--- src/glue_pkg.sv ---
/*
 * Shared types and defaults for the chipset glue logic.
 * Imported by the reset, LED and CPU read path blocks and the top level.
 */
`default_nettype none

package glue_pkg;

	// ----------------------------------------
	// bus and rtc widths
	// ----------------------------------------
	typedef logic [15:0] bus_word_t;	// m68k data word
	typedef logic [63:0] rtc_t;		// sixteen packed nibbles
	typedef logic [3:0]  rtc_idx_t;		// nibble select, cpu a[5:2]
	typedef logic [2:0]  ipl_t;		// interrupt level, active low

	// ----------------------------------------
	// counters
	// ----------------------------------------
	typedef logic [7:0] frame_cnt_t;	// sof pulses seen in hold-off
	typedef logic [5:0] led_cnt_t;		// power led pwm phase

	// reset sequencer states
	typedef enum logic [1:0] {
		ST_HOLD = 2'd0,	// reset request still asserted
		ST_WAIT = 2'd1,	// request gone, counting frames
		ST_RUN  = 2'd2	// system released
	} reset_state_t;

	// ----------------------------------------
	// defaults for the top level parameters
	// ----------------------------------------
	localparam int DEFAULT_RESET_FRAMES = 16;	// frames of hold-off
	localparam bit DEFAULT_NTSC         = 1'b0;	// pal out of reset

endpackage

`default_nettype wire

--- src/cpu_bus_merge.sv ---
/*
 * CPU read path. OR-merges the read sources with the RTC nibble
 * readout and forces interrupt level 7 on a freeze request.
 */
`timescale 1ns/1ps
`default_nettype none

module cpu_bus_merge (
	input  wire                  cpu_rd,	// cpu read cycle
	input  wire                  sel_rtc,	// rtc address decoded
	input  wire glue_pkg::rtc_idx_t rtc_index,
	input  wire glue_pkg::rtc_t     rtc,
	input  wire glue_pkg::bus_word_t chip_data,
	input  wire glue_pkg::bus_word_t cia_data,
	input  wire glue_pkg::bus_word_t ide_data,
	input  wire glue_pkg::bus_word_t cart_data,
	input  wire                  int7,	// freeze, level 7
	input  wire glue_pkg::ipl_t     ipl_n,	// from the interrupt controller
	output glue_pkg::bus_word_t     cpu_data_in,
	output glue_pkg::ipl_t          cpu_ipl_n
);
	import glue_pkg::*;

	localparam int NIB_W = 4;

	logic [NIB_W-1:0] rtc_nib;
	bus_word_t        rtc_word;

	// ----------------------------------------
	// rtc readout
	// ----------------------------------------
	assign rtc_nib  = rtc[{rtc_index, 2'b00} +: NIB_W];	// a[5:2] picks nibble
	assign rtc_word = (sel_rtc && cpu_rd) ? bus_word_t'(rtc_nib) : '0;

	// ----------------------------------------
	// read data merge
	// ----------------------------------------
	// unselected sources drive zero, so OR is enough
	assign cpu_data_in = chip_data
			   | cia_data
			   | ide_data
			   | cart_data
			   | rtc_word;

	// freeze overrides any pending level
	assign cpu_ipl_n = int7 ? '0 : ipl_n;

	// freeze must always reach the cpu as level 7
	always_comb begin
		a_int7_level: assert (!int7 || cpu_ipl_n == '0)
			else $error("int7 not forced to level 7");
	end

endmodule

`default_nettype wire

--- src/frame_counter.sv ---
/*
 * Counts start-of-frame pulses while the reset sequencer waits.
 * Flags completion once the programmed number of frames has passed.
 */
`timescale 1ns/1ps
`default_nettype none

module frame_counter #(
	parameter int RESET_FRAMES = glue_pkg::DEFAULT_RESET_FRAMES
) (
	input  wire  clk,
	input  wire  rst_n,
	input  wire  frame_clear,	// held high outside the wait state
	input  wire  sof,		// start of frame from the video timing
	input  wire  clk7_en,
	output logic frames_done
);
	import glue_pkg::*;

	localparam frame_cnt_t CNT_MAX = frame_cnt_t'(RESET_FRAMES);

	frame_cnt_t frame_cnt;
	logic       frame_pulse;

	// only sof on a 7 MHz slot counts
	assign frame_pulse = sof & clk7_en;

	// ----------------------------------------
	// saturating frame count
	// ----------------------------------------
	always_ff @(posedge clk) begin
		if (!rst_n || frame_clear) begin
			frame_cnt   <= '0;
			frames_done <= 1'b0;
		end else begin
			if (frame_pulse && frame_cnt != CNT_MAX)
				frame_cnt <= frame_cnt + 1'b1;	// stop at max
			frames_done <= (frame_cnt == CNT_MAX);	// one edge behind the count
		end
	end

	// count must never run past the programmed frame total
	a_cnt_range: assert property (
		@(posedge clk) disable iff (!rst_n)
		frame_cnt <= CNT_MAX
	) else $error("frame count above limit");

endmodule

`default_nettype wire

--- src/led_dimmer.sv ---
/*
 * Power LED drive. A free-running counter gives a faint glow
 * when the CIA turns the LED off, full brightness when on.
 */
`timescale 1ns/1ps
`default_nettype none

module led_dimmer (
	input  wire  clk,
	input  wire  rst_n,
	input  wire  power_led_n,	// cia port bit, low = led on
	output logic pwr_led
);
	import glue_pkg::*;

	localparam int CNT_W = $bits(led_cnt_t);

	led_cnt_t led_cnt;
	logic     dim;	// low for 4 of 64 cycles

	// ----------------------------------------
	// pwm phase
	// ----------------------------------------
	always_ff @(posedge clk) begin
		if (!rst_n) begin
			led_cnt <= '0;
			dim     <= 1'b0;
		end else begin
			led_cnt <= led_cnt + 1'b1;	// wraps every 64
			dim     <= |led_cnt[CNT_W-1:2];	// clear only in phases 0..3
		end
	end

	// off -> short glow, on -> steady
	assign pwr_led = ~(power_led_n & dim);

endmodule

`default_nettype wire

--- src/minimig_glue.sv ---
/*
 * Top level of the chipset glue. Ties the reset sequencer, frame
 * counter, power LED dimmer and CPU read path to the outside pins.
 */
`timescale 1ns/1ps
`default_nettype none

module minimig_glue #(
	parameter int RESET_FRAMES = glue_pkg::DEFAULT_RESET_FRAMES,	// 1..255
	parameter bit NTSC_DEFAULT = glue_pkg::DEFAULT_NTSC
) (
	input  wire                     clk,
	input  wire                     rst_n,

	// ----------------------------------------
	// reset and video
	// ----------------------------------------
	input  wire                     rst_ext,
	input  wire                     usr_rst,
	input  wire                     cpu_rst_req,
	input  wire                     cpu_reset_in_n,
	input  wire                     clk7_en,
	input  wire                     sof,
	input  wire                     ntsc_sel,
	output logic                    rst_out,
	output logic                    cpu_reset_n,
	output logic                    ntsc,

	// power led
	input  wire                     power_led_n,
	output logic                    pwr_led,

	// ----------------------------------------
	// cpu read path
	// ----------------------------------------
	input  wire                     cpu_rd,
	input  wire                     sel_rtc,
	input  wire glue_pkg::rtc_idx_t    rtc_index,
	input  wire glue_pkg::rtc_t        rtc,
	input  wire glue_pkg::bus_word_t   chip_data,
	input  wire glue_pkg::bus_word_t   cia_data,
	input  wire glue_pkg::bus_word_t   ide_data,
	input  wire glue_pkg::bus_word_t   cart_data,
	input  wire                     int7,
	input  wire glue_pkg::ipl_t        ipl_n,
	output glue_pkg::bus_word_t        cpu_data_in,
	output glue_pkg::ipl_t             cpu_ipl_n
);

	logic frame_clear;	// sequencer -> counter
	logic frames_done;	// counter -> sequencer

	reset_sequencer #(
		.NTSC_DEFAULT(NTSC_DEFAULT)
	) seq_i (
		.clk           (clk),
		.rst_n         (rst_n),
		.rst_ext       (rst_ext),
		.usr_rst       (usr_rst),
		.cpu_rst_req   (cpu_rst_req),
		.cpu_reset_in_n(cpu_reset_in_n),
		.clk7_en       (clk7_en),
		.ntsc_sel      (ntsc_sel),
		.frames_done   (frames_done),
		.frame_clear   (frame_clear),
		.rst_out       (rst_out),
		.cpu_reset_n   (cpu_reset_n),
		.ntsc          (ntsc)
	);

	frame_counter #(
		.RESET_FRAMES(RESET_FRAMES)
	) frm_i (
		.clk        (clk),
		.rst_n      (rst_n),
		.frame_clear(frame_clear),
		.sof        (sof),
		.clk7_en    (clk7_en),
		.frames_done(frames_done)
	);

	led_dimmer led_i (
		.clk        (clk),
		.rst_n      (rst_n),
		.power_led_n(power_led_n),
		.pwr_led    (pwr_led)
	);

	cpu_bus_merge bus_i (
		.cpu_rd     (cpu_rd),
		.sel_rtc    (sel_rtc),
		.rtc_index  (rtc_index),
		.rtc        (rtc),
		.chip_data  (chip_data),
		.cia_data   (cia_data),
		.ide_data   (ide_data),
		.cart_data  (cart_data),
		.int7       (int7),
		.ipl_n      (ipl_n),
		.cpu_data_in(cpu_data_in),
		.cpu_ipl_n  (cpu_ipl_n)
	);

endmodule

`default_nettype wire

--- src/reset_sequencer.sv ---
/*
 * System reset FSM: holds reset during requests and frame hold-off,
 * drives the CPU reset line and latches the PAL/NTSC choice in reset.
 */
`timescale 1ns/1ps
`default_nettype none

module reset_sequencer #(
	parameter bit NTSC_DEFAULT = glue_pkg::DEFAULT_NTSC
) (
	input  wire  clk,
	input  wire  rst_n,
	input  wire  rst_ext,		// reset from the control block
	input  wire  usr_rst,		// reset from the osd
	input  wire  cpu_rst_req,	// cpu-only reset request
	input  wire  cpu_reset_in_n,	// cpu's own reset, active low
	input  wire  clk7_en,
	input  wire  ntsc_sel,		// requested video standard
	input  wire  frames_done,
	output logic frame_clear,
	output logic rst_out,		// global reset
	output logic cpu_reset_n,
	output logic ntsc
);
	import glue_pkg::*;

	reset_state_t state;
	reset_state_t state_nxt;
	logic         sys_reset;
	logic         reset_req;

	assign reset_req = rst_ext | usr_rst;

	// ----------------------------------------
	// next state
	// ----------------------------------------
	always_comb begin
		state_nxt = state;
		case (state)
			ST_HOLD: state_nxt = ST_WAIT;		// request dropped
			ST_WAIT: begin
				if (frames_done)
					state_nxt = ST_RUN;
			end
			ST_RUN:  state_nxt = ST_RUN;
			default: state_nxt = ST_HOLD;	// unused encoding
		endcase
		// any request wins from every state
		if (reset_req)
			state_nxt = ST_HOLD;
	end

	// state and reset flop move together
	always_ff @(posedge clk) begin
		if (!rst_n) begin
			state     <= ST_HOLD;
			sys_reset <= 1'b1;
		end else begin
			state     <= state_nxt;
			sys_reset <= (state_nxt != ST_RUN);
		end
	end

	// frame counter only runs in the wait state
	assign frame_clear = (state != ST_WAIT);

	// ----------------------------------------
	// reset outputs
	// ----------------------------------------
	assign rst_out     = sys_reset | ~cpu_reset_in_n;	// cpu can hold us in reset too
	assign cpu_reset_n = ~(sys_reset | cpu_rst_req);

	// video standard only changes while the chipset is held
	always_ff @(posedge clk) begin
		if (!rst_n)
			ntsc <= NTSC_DEFAULT;
		else if (clk7_en && rst_out)
			ntsc <= ntsc_sel;
	end

	// reset flop and state register must agree
	a_sys_reset_run: assert property (
		@(posedge clk) disable iff (!rst_n)
		(state == ST_RUN) == !sys_reset
	) else $error("sys_reset out of step with state");

	// no standard change while the system runs
	a_ntsc_stable: assert property (
		@(posedge clk) disable iff (!rst_n)
		!rst_out |=> $stable(ntsc)
	) else $error("ntsc changed outside reset");

endmodule

`default_nettype wire

--- config.mk ---
export PLATFORM = sky130hd
export DESIGN_NAME = minimig_glue
export DESIGN_NICKNAME = d
export VERILOG_FILES = /design/src/glue_pkg.sv /design/src/cpu_bus_merge.sv /design/src/frame_counter.sv /design/src/led_dimmer.sv /design/src/minimig_glue.sv /design/src/reset_sequencer.sv
export SDC_FILE = /design/constraint.sdc
export NUM_CORES = 1
export LEC_CHECK = 0
export CAP_MARGIN = 25
export CORE_AREA = 2 2 66 68
export DETAILED_ROUTE_END_ITERATION = 10
export DIE_AREA = 0 0 68 70
export DONT_BUFFER_PORTS = 1
export PLACE_DENSITY = 0.54
export SYNTH_ARGS = -nofsm -noshare
export SYNTH_HDL_FRONTEND = slang
export SYNTH_SLANG_ARGS = --single-unit
--- constraint.sdc ---
create_clock -name clk -period 1.6 [get_ports clk]
set_input_delay 0.16 -clock clk [delete_from_list [all_inputs] [get_ports clk]]
set_output_delay 0.16 -clock clk [all_outputs]
set_load 0.005 [all_outputs]
# Word-level counts from Yosys, hierarchy flattened
# Index checks and enable logic that the tools add are counted.
[word_totals] elab_cells=40 in_bits=148 mem_count=0 mem_bits_rw=0 ff_bits=20 romBits=0 output_inout_bits=23 latch_bits=0
[classes] magnitude_cmp=0 bitwise=12 div=0 muxes=5 n_addsub=2 n_eq_ne=6 shift=1 n_reduce_logical=7 mul=0
[op_table] operator="$or 16x16->16" count=4
[op_table] operator="$shiftx 64x7->4" count=1
[op_table] operator="$add 8x1->8 const B" count=1
[op_table] operator="$eq 8x5->1 const B" count=1
[op_table] operator="$ne 8x5->1 const B" count=1
[op_table] operator="$add 6x1->6 const B" count=1
[op_table] operator="$pmux 2 s3" count=1
[op_table] operator="$mux 2" count=2
[op_table] operator="$mux 4" count=1
[op_table] operator="$reduce_or 4->1" count=1
[op_table] operator="$logic_and 1x1->1" count=3
[op_table] operator="$mux 3" count=1
[op_table] operator="$not 1->1" count=3
[op_table] operator="$or 1x1->1" count=3
[op_table] operator="$and 1x1->1" count=2
[op_table] operator="$eq 2x1->1 const B" count=1
[op_table] operator="$eq 2x2->1 const B" count=1
[op_table] operator="$logic_not 2->1" count=1
[op_table] operator="$ne 2x1->1 const B" count=1
[op_table] operator="$ne 2x2->1 const B" count=1
[op_table] operator="$logic_not 1->1" count=1
[op_table] operator="$logic_or 1x1->1" count=1

# Logic depth before layout (Yosys ltp)
# Gate-level depths: netlist of the first run.
[logic_depth] ltp_word=4 depth_mapped=6 depth_no_buf=6

# By module
# Synthesis of the first run repeated with hierarchy kept, for this count alone.
[hier_totals] hier_cells=151 area_unflattened_um2=1610.3
[by_module_without_submodules] mod="cpu_bus_merge" area_per_inst_um2=737.0 instances=1 cells_each=58 seq_area_each_um2=0.0
[by_module_without_submodules] mod="frame_counter" area_per_inst_um2=439.2 instances=1 cells_each=51 seq_area_each_um2=180.2
[by_module_without_submodules] mod="led_dimmer" area_per_inst_um2=266.5 instances=1 cells_each=25 seq_area_each_um2=140.1
[by_module_without_submodules] mod="reset_sequencer" area_per_inst_um2=167.7 instances=1 cells_each=17 seq_area_each_um2=80.1

# Worst setup path before layout of the first run
# No wires, ideal clock.
[synth_path] path_kind="register to register" start="register frm_i.frame_cnt[0]" end="register frm_i.frame_cnt[1]" period_less_slack_ns=1.422 setup_slack_ns=0.178 t_required_ns=1.475 arrival_time_ns=1.297 stages_incl_launch_ff=7 setup_ns=0.125 path_cell_list="dfxtp_1 > inv_1 > ha_1 > and4bb_2 > a21oi_1 > mux2i_1 > nor2_1"
[synth_via] elab_chain_cells=2 word_cells_on_any_way=3 cone_classes="add/sub (1); eq/ne (1); reduce/logical (1)"
[synth_rtl] element="start, declared" line_no="frame_counter.sv:22" source="frame_cnt_t frame_cnt;"
[synth_rtl] element="start signal, assigned" line_no="frame_counter.sv:37" source="frame_cnt <= frame_cnt + 1'b1;"
[synth_rtl] element="start signal, assigned" line_no="frame_counter.sv:45" source="frame_cnt <= CNT_MAX"
[synth_rtl] element="parallel branches: the longest is 2 deep, another holds $add 8x1->8"
# Parallel ways; which one is timed is not known.
# A chain may end at the register's enable or synchronous reset.

# Final worst setup path of the first run
[layout_path] start="register frm_i.frame_cnt[1]" end="register frm_i.frame_cnt[1]"
# Same word-level chain as after synthesis.

==> results.md, run 1 <==
- Status: finished clean
- Ys async rst share: 0%
- CP startpoint: frm_i.frame_cnt[1]
- Drt first-iter violations: 59
- Post-route DRC: 0
- Hold path start: rst_n
- Worst-case clock skew: between 5 and 6 ps
- Fin crit share: 89.8%
- Most common library cells after synthesis: dfxtp_1, nor2_1, or4_1, mux2i_1, mux4_1
- Global-route total usage across every layer: 15.8%
- Post-CTS Resized: 0
- Final hold slack: roughly 28 ps
- Worst setup SP type: register
- Total wire length: 4120 µm
- Register bit total from synthesis: 20
- Clock latency on the worst-skew pair: 250 ps
- Fin. max-slew vios: 0
- Setup crit end kind: register
- Ys flop type: dfxtp_1
- Vias: ~1,200
- Final setup TNS: 0 ps
- Final-layout fill cell count: 415
- WL/cell: 20.6 µm
- Hold_buf cts: 0
- Avg Vias per Cell: between 6 and 7
- Routability cong.: between 0.7 and 0.8
- Area Growth Syn to Fin: 7.20%
- CTS Root Cell: clkbuf_8
- GRT Residual Overflow: 0
- Slowest cell on the critical path: dfxtp_2
- WP data arrival: 1570 ps
- Clock-pin slew on the worst setup and hold paths: 80 ps
- Share of layout cells above drive strength 1: 10.1%
- P_leak: about 0.56 nW
- Pwr dens: roughly 700 nW/µm²
- CTS tree: yes
- I/O Pins: approximately 170
- Fin. Hold Viols: 0
- CP Class: register to register
- Sequential area share after synthesis: 26.2%
- Synth warnings: 0
- Post-CTS setup buffers: 0
- Die X: between 60 and 70 µm
- Most common cell in the netlist: dfxtp_1
- Largest net degree at the start of global routing: 19
- Synthesized cell area: 1530 µm²
- Core area: between 4000 and 5000 µm²
- Peak VDD IR: ~0.00036 V
- Footprint of the multi-input gates: between 1000 and 1500 µm²
- Antenna violations before repair: 0
- Syn_nets: 299
- Total power: 1.15 mW
- Reg-to-reg startpoint: frm_i.frame_cnt[1]
- Average size of a mapped cell: around 10 µm²
- Initial Util: a little under two fifths
- Mapped Cells: 148
- Worst slew pin tran: approximately 570 ps
- Clock Path Buffers: 2
- Max-Cap Viols: 0
- Max-slew headroom: 61.8%
- Post-synth EDFFs: 0
- Cell taking the most area after synthesis: dfxtp_1
- Htree depth: 1
- CTS Sinks: 20
- CP Data Required Time: 1740 ps
- CP cell instances: inv_1 > ha_1 > and4bb_2 > a21oi_2 > mux2i_1 > nor2_1
- Unrepaired setup endpoints after global routing: no
- FP Rows: 24
- Max Freq: 696 MHz
- Setup violations, final: 0
- CP max stage delay: 380 ps
- Antenna Nets Post-Route: 0
- Synth area leaders: dfxtp_1, mux4_1, mux4_2
- Count of different cell masters after synthesis: 35
- First-pass GRT wire length: 5720 µm
- Hpwl dp: 3660 µm
- Critical Path Fanout Max: 6
- Synth top area share: 26.2%
- Die area: 4760 µm²
- Register Area: 402 µm²
- Vias in the first global route: 1,263
- Layout net count: 300
- CTS Buf Count: 3
- Die Y: 70 µm
- Fin crit period: 1440 ps
- Number of buffers added on ports: 0
- N_diodes: 0
- Hold crit path type: primary input to register
- Drt first pass iters: 4
==> registers in the layout, indices dropped and copies added (netlist names) <==
signal             cells
seq_i.ntsc             1
seq_i.state            2
frm_i.frames_done      1
frm_i.frame_cnt        8
seq_i.sys_reset        1
led_i.dim              1
led_i.led_cnt          6
==> layer usage <==
layer  share of wire [%]  global-route usage, %
met1                  37                   18.5
met2                  53                   28.9
met3                 9.0                   3.22
met4                0.51                   3.33
met5                   0                      0
==> path summary, 6_finish.rpt <==
path         cells past startpoint  slack [ps]            endpoint
max                              6         160  frm_i.frame_cnt[1]
min                              1          30    led_i.led_cnt[2]
max reg2reg                      6         160  frm_i.frame_cnt[1]
min reg2reg                      1         440    led_i.led_cnt[0]
==> where the power goes <==
group / switching (mW) / internal, mW
Sequential: 0.00638 / 0.507
Clock: 0.163 / 0.333
Combinational: 0.0460 / 0.0908
Total: 0.216 / 0.932
==> cell type report <==
class / instances / area share [%]
sequential: 20 / 24.5
timing repair buffer: 1 / 0.458
multi-input combinational: 118 / 65.6
tap: 52 / 3.97
inverter: 5 / 1.15
clock inverter: 1 / 1.83
clock buffer: 3 / 2.52
==> per-stage QoR <==
step                      utilization [%]  instances  setup slack, ps  cell area [µm²]
after floorplan                         -        148              178             1530
after global placement               37.6        196              183             1560
after detailed placement             37.6        196             50.2             1560
after CTS                            39.3        200             37.8             1630
after global routing                 39.6        200             70.7             1640
final                                39.6        200              163             1640
==> placed cells by master (no fill, tap or decap), drive strengths merged, types with 4 or more instances in the layout <==
cell and count:
inv 5, a22oi 4, xnor2 5, mux2i 9, nor2 13, nor2b 6, or4 12, dfxtp 20
mux4 14, and2 5, nor4 4, xor2 6, and3 4, nand3 6, nand2 7
==> cells by family (layout without fill, tap and decap cells) <==
logic type | after synthesis | count (layout) | synth area share (%)
flip-flops | 20 | 20 | 26.2
buffers and inverters | 10 | 10 | 4.09
AND/OR/NAND/NOR | 67 | 67 | 25.5
adder cells (fa/ha/maj) | 3 | 3 | 2.46
XOR/XNOR | 11 | 11 | 6.30
multiplexers | 23 | 23 | 28.5
AO/OA/AOI/OAI | 14 | 14 | 6.96
==> critical path: cells and delay by family, from the launching register on <==
family	cells	cell delay, ps
adder cells (fa/ha/maj)	1	170
flip-flops	1	380
AO/OA/AOI/OAI	1	180
multiplexers	1	220
AND/OR/NAND/NOR	2	300
buffers and inverters	1	60
(Power assumes the default switching activity.)
==> inputs of run 2 (changes only) <==
--- a/config.mk
+++ b/config.mk
@@ -10,7 +10,9 @@
 export DETAILED_ROUTE_END_ITERATION = 10
 export DIE_AREA = 0 0 68 70
 export DONT_BUFFER_PORTS = 1
-export PLACE_DENSITY = 0.54
+export MAX_ROUTING_LAYER = met4
+export PLACE_DENSITY = 0.56
 export SYNTH_ARGS = -nofsm -noshare
 export SYNTH_HDL_FRONTEND = slang
+export SYNTH_HIERARCHICAL = 1
 export SYNTH_SLANG_ARGS = --single-unit
==> run 2 against run 1 <==
Effect of this change: final cell count up 2.0%; global-route usage up 1.9 points; cell area increased by 3.3%; combinational power up 7%; via count rose by 8.5%; first-iteration DRC count decreased by 17%; fmax is 0.54% higher; sequential cell count unchanged; synthesized area grew 5.3%; die area did not move.
==> results.md, run 2 <==
- Hold path start: rst_n
- GRT Residual Overflow: 0 (unchanged)
- Die Y: 70 µm (unchanged)
- Post-CTS Resized: 0 (unchanged)
- Ys async rst share: 0% (unchanged)
- Cell taking the most area after synthesis: dfxtp_1
- Fin crit period: 1430 ps (-7.72 ps)
- Layer with the highest usage: met2
- Clock-pin slew on the worst setup and hold paths: 70 ps (about the same)
- Clock Path Buffers: 2 (unchanged)
- Final setup TNS: 0 ps (unchanged)
- Total wire length: 4340 µm (+5.5%)
- CTS tree: yes
- Core area: 4140 µm² (unchanged)
- Peak VDD IR: 0.000207 V (-42%)
- CTS Root Cell: clkbuf_8
- Post-Layout Cell Count: 204 (+2.0%)
- Unrepaired setup endpoints after global routing: no
- RR Endpoint: frm_i/frame_cnt[1]
- P_leak: 0.580 nW (+3.4%)
- Vias: 1,341 (+8.5%)
- Fin. Hold Viols: 0 (unchanged)
- Sequential area share after synthesis: 24.9% (-1.3 points)
- Most common cell in the netlist: dfxtp_1
- Area Growth Syn to Fin: 5.13%
- Routability cong.: 0.889 (+24%)
- Most common cell after layout, fill and taps aside: dfxtp_1
- CP Data Required Time: 1440 ps (-300 ps)
- R2R Setup Slk: 190 ps (+30 ps)
- Hold crit path type: primary input to register
- Synthesized cell area: 1610 µm² (+5.3%)
- Share of layout cells above drive strength 1: 11.2% (+1.0 points)
- Setup violations, final: 0 (unchanged)
- Clock latency on the worst-skew pair: 250 ps (about the same)
- Worst setup SP type: primary input
- Inst Count DP: 199 (+1.5%)
- Drt first-iter violations: 49 (-17%)
- Biggest regs: frm_i/frame_cnt (8), led_i/led_cnt (6), seq_i/state (2)
- Met3 Use GR: 3.06% (-0.16 points)
- I/O Pins: 171 (unchanged)
- Register bit total from synthesis: 20 (unchanged)
- Commonest cells after routing, fill and taps aside: dfxtp_1, or4_1, mux4_1, nand2_1, a21oi_1
- FF-to-FF path depth: 5 (-1)
- Pwr dens: 614 nW/µm² (-12%)
- Max reg flops: 8 (unchanged)
- Post-route DRC: 0 (unchanged)
- Max-Cap Viols: 0 (unchanged)
- Average size of a mapped cell: 10.7 µm² (+3.2%)
- Setup crit end kind: output pin
- Largest Register: frm_i/frame_cnt
- WP data arrival: 1270 ps (-300 ps)
- Synth area leaders: dfxtp_1, mux4_1, or4_1
- Mapped Cells: 151 (+2.0%)
- Htree depth: 1 (unchanged)
- FP Rows: 24 (unchanged)
- Final-layout fill cell count: 412 (-0.72%)
- WL/cell: 21.3 µm (+3.4%)
- Max-slew headroom: 79.4% (+18 points)
- Largest net degree at the start of global routing: 17 (-2)
- Grt met2 use: 32.4% (+3.5 points)
- Drt first pass iters: 4 (unchanged)
- Fin. max-slew vios: 0 (unchanged)
- CTS Buf Count: 3 (unchanged)
- Worst-case clock skew: 2.67 ps (-3.27 ps)
- Grt met1 use: 19.7% (+1.2 points)
- Global-route total usage across every layer: 17.7% (+1.9 points)
- Antenna Nets Post-Route: 0 (unchanged)
- N_diodes: 0 (unchanged)
- WHS Path Cells: 1 (unchanged)
- Most common library cells after synthesis: dfxtp_1, or4_1, mux4_1, nand2_1, a21oi_1
- CP cell instances: mux4_1 > mux2_2 > a21oi_1 > o21ai_1
- Hold Path End: led_i/led_cnt[3]
- Syn_nets: 302 (+1.0%)
- Critical Path Fanout Max: 16 (+10)
- Antenna violations before repair: 0 (unchanged)
- Worst slew pin tran: 307 ps (-262 ps)
- First-pass GRT wire length: 6170 µm (+7.8%)
- Slowest cell on the critical path: mux4_1
- CTS Sinks: 20 (unchanged)
- Initial Util: 38.9% (+2.0 points)
- Hpwl dp: 3800 µm (+3.8%)
- CP max stage delay: 530 ps (+150 ps)
- Synth warnings: 6 (+6)
- Fin crit share: 89.3% (-0.48 points)
- Reg-to-reg startpoint: frm_i/frame_cnt[0]
- Post-synth EDFFs: 0 (unchanged)
- Die X: 68 µm (unchanged)
- Die area: 4760 µm² (unchanged)
- Synth top area share: 24.9% (-1.3 points)
- Max Freq: 700 MHz (+0.54%)
- CP Class: primary input to output pin
- Avg Vias per Cell: 6.57 (+6.4%)
- Count of different cell masters after synthesis: 38 (+8.6%)
- Status: finished clean
- Number of buffers added on ports: 0 (unchanged)
- Vias in the first global route: 1,343 (+6.3%)
- Layout net count: 304 (+1.3%)
- Ys flop type: dfxtp_1
## run 2: worst max-delay path: cells and delay by family
family	cells	cell delay, ps
compound gates	2	300
mux	2	800
## run 2: logic make-up after synthesis
logic type,Yosys count,share of synthesized area [%]
flops,20,24.9
buf+inv,6,3.42
xor+xnor,3,1.63
fa+ha+maj,3,2.33
compound gates,26,9.95
simple gates,66,25.0
mux,27,32.8
## run 2: layer usage
layer / routed length [µm] / part of all wire, %
met1: 1640 / 38
met2: 2350 / 54
met3: 324 / 7.5
met4: 19 / 0.44
met5: 0 / 0
## run 2: worst max path at each step
stage                  startpoint            endpoint  slack (ps)  depth (start not counted)
6_report             rtc_index[0]      cpu_data_in[1]         170                          4
5_1_grt        frm_i/frame_cnt[0]  frm_i/frame_cnt[1]          80                          5
4_1_cts              rtc_index[0]      cpu_data_in[1]         160                          4
3_5_place_dp         rtc_index[0]      cpu_data_in[1]         160                          4
3_3_place_gp         rtc_index[0]      cpu_data_in[1]         170                          4
2_1_floorplan        rtc_index[0]      cpu_data_in[1]          90                          6
## run 2: area by class of cell
class / instances / area, µm² / share of cell area (%)
Multi-Input combinational cell: 125 / 1150 / 68.2
Sequential cell: 20 / 400 / 23.7
Tap cell: 52 / 65.1 / 3.84
Clock buffer: 4 / 55.1 / 3.25
Timing Repair Buffer: 1 / 10.0 / 0.591
Inverter: 2 / 7.51 / 0.443
## run 2: what timing repair did
item | CTS | global route
endpoints found under the hold margin | 1 | 0
hold buffers | 1 | 0
buffers inserted | 0 | 0
## run 2: metrics by stage
| step | setup WS (ps) | util [%] | total power [mW] | instance area (µm²) | hold slack, ps |
|---|---|---|---|---|---|
| after global routing | 78.8 | 40.9 | 1.09 | 1690 | 23.3 |
| final | 171 | 40.9 | 1.04 | 1690 | 29.1 |
| after CTS | 159 | 40.9 | 1.05 | 1690 | 27.5 |
| after floorplan | 92.8 | - | 0.679 | 1610 | 232 |
| after detailed placement | 159 | 39.3 | 0.676 | 1630 | 239 |
| after global placement | 170 | 39.3 | 0.674 | 1630 | 239 |
## run 2: report_power, final
part | switching (mW) | internal [mW] | total [mW] | leakage, nW
Clock | 0.157 | 0.218 | 0.376 | 0.0288
Sequential | 0.00974 | 0.508 | 0.517 | 0.162
Combinational | 0.0444 | 0.102 | 0.146 | 0.389
Total | 0.212 | 0.828 | 1.04 | 0.580
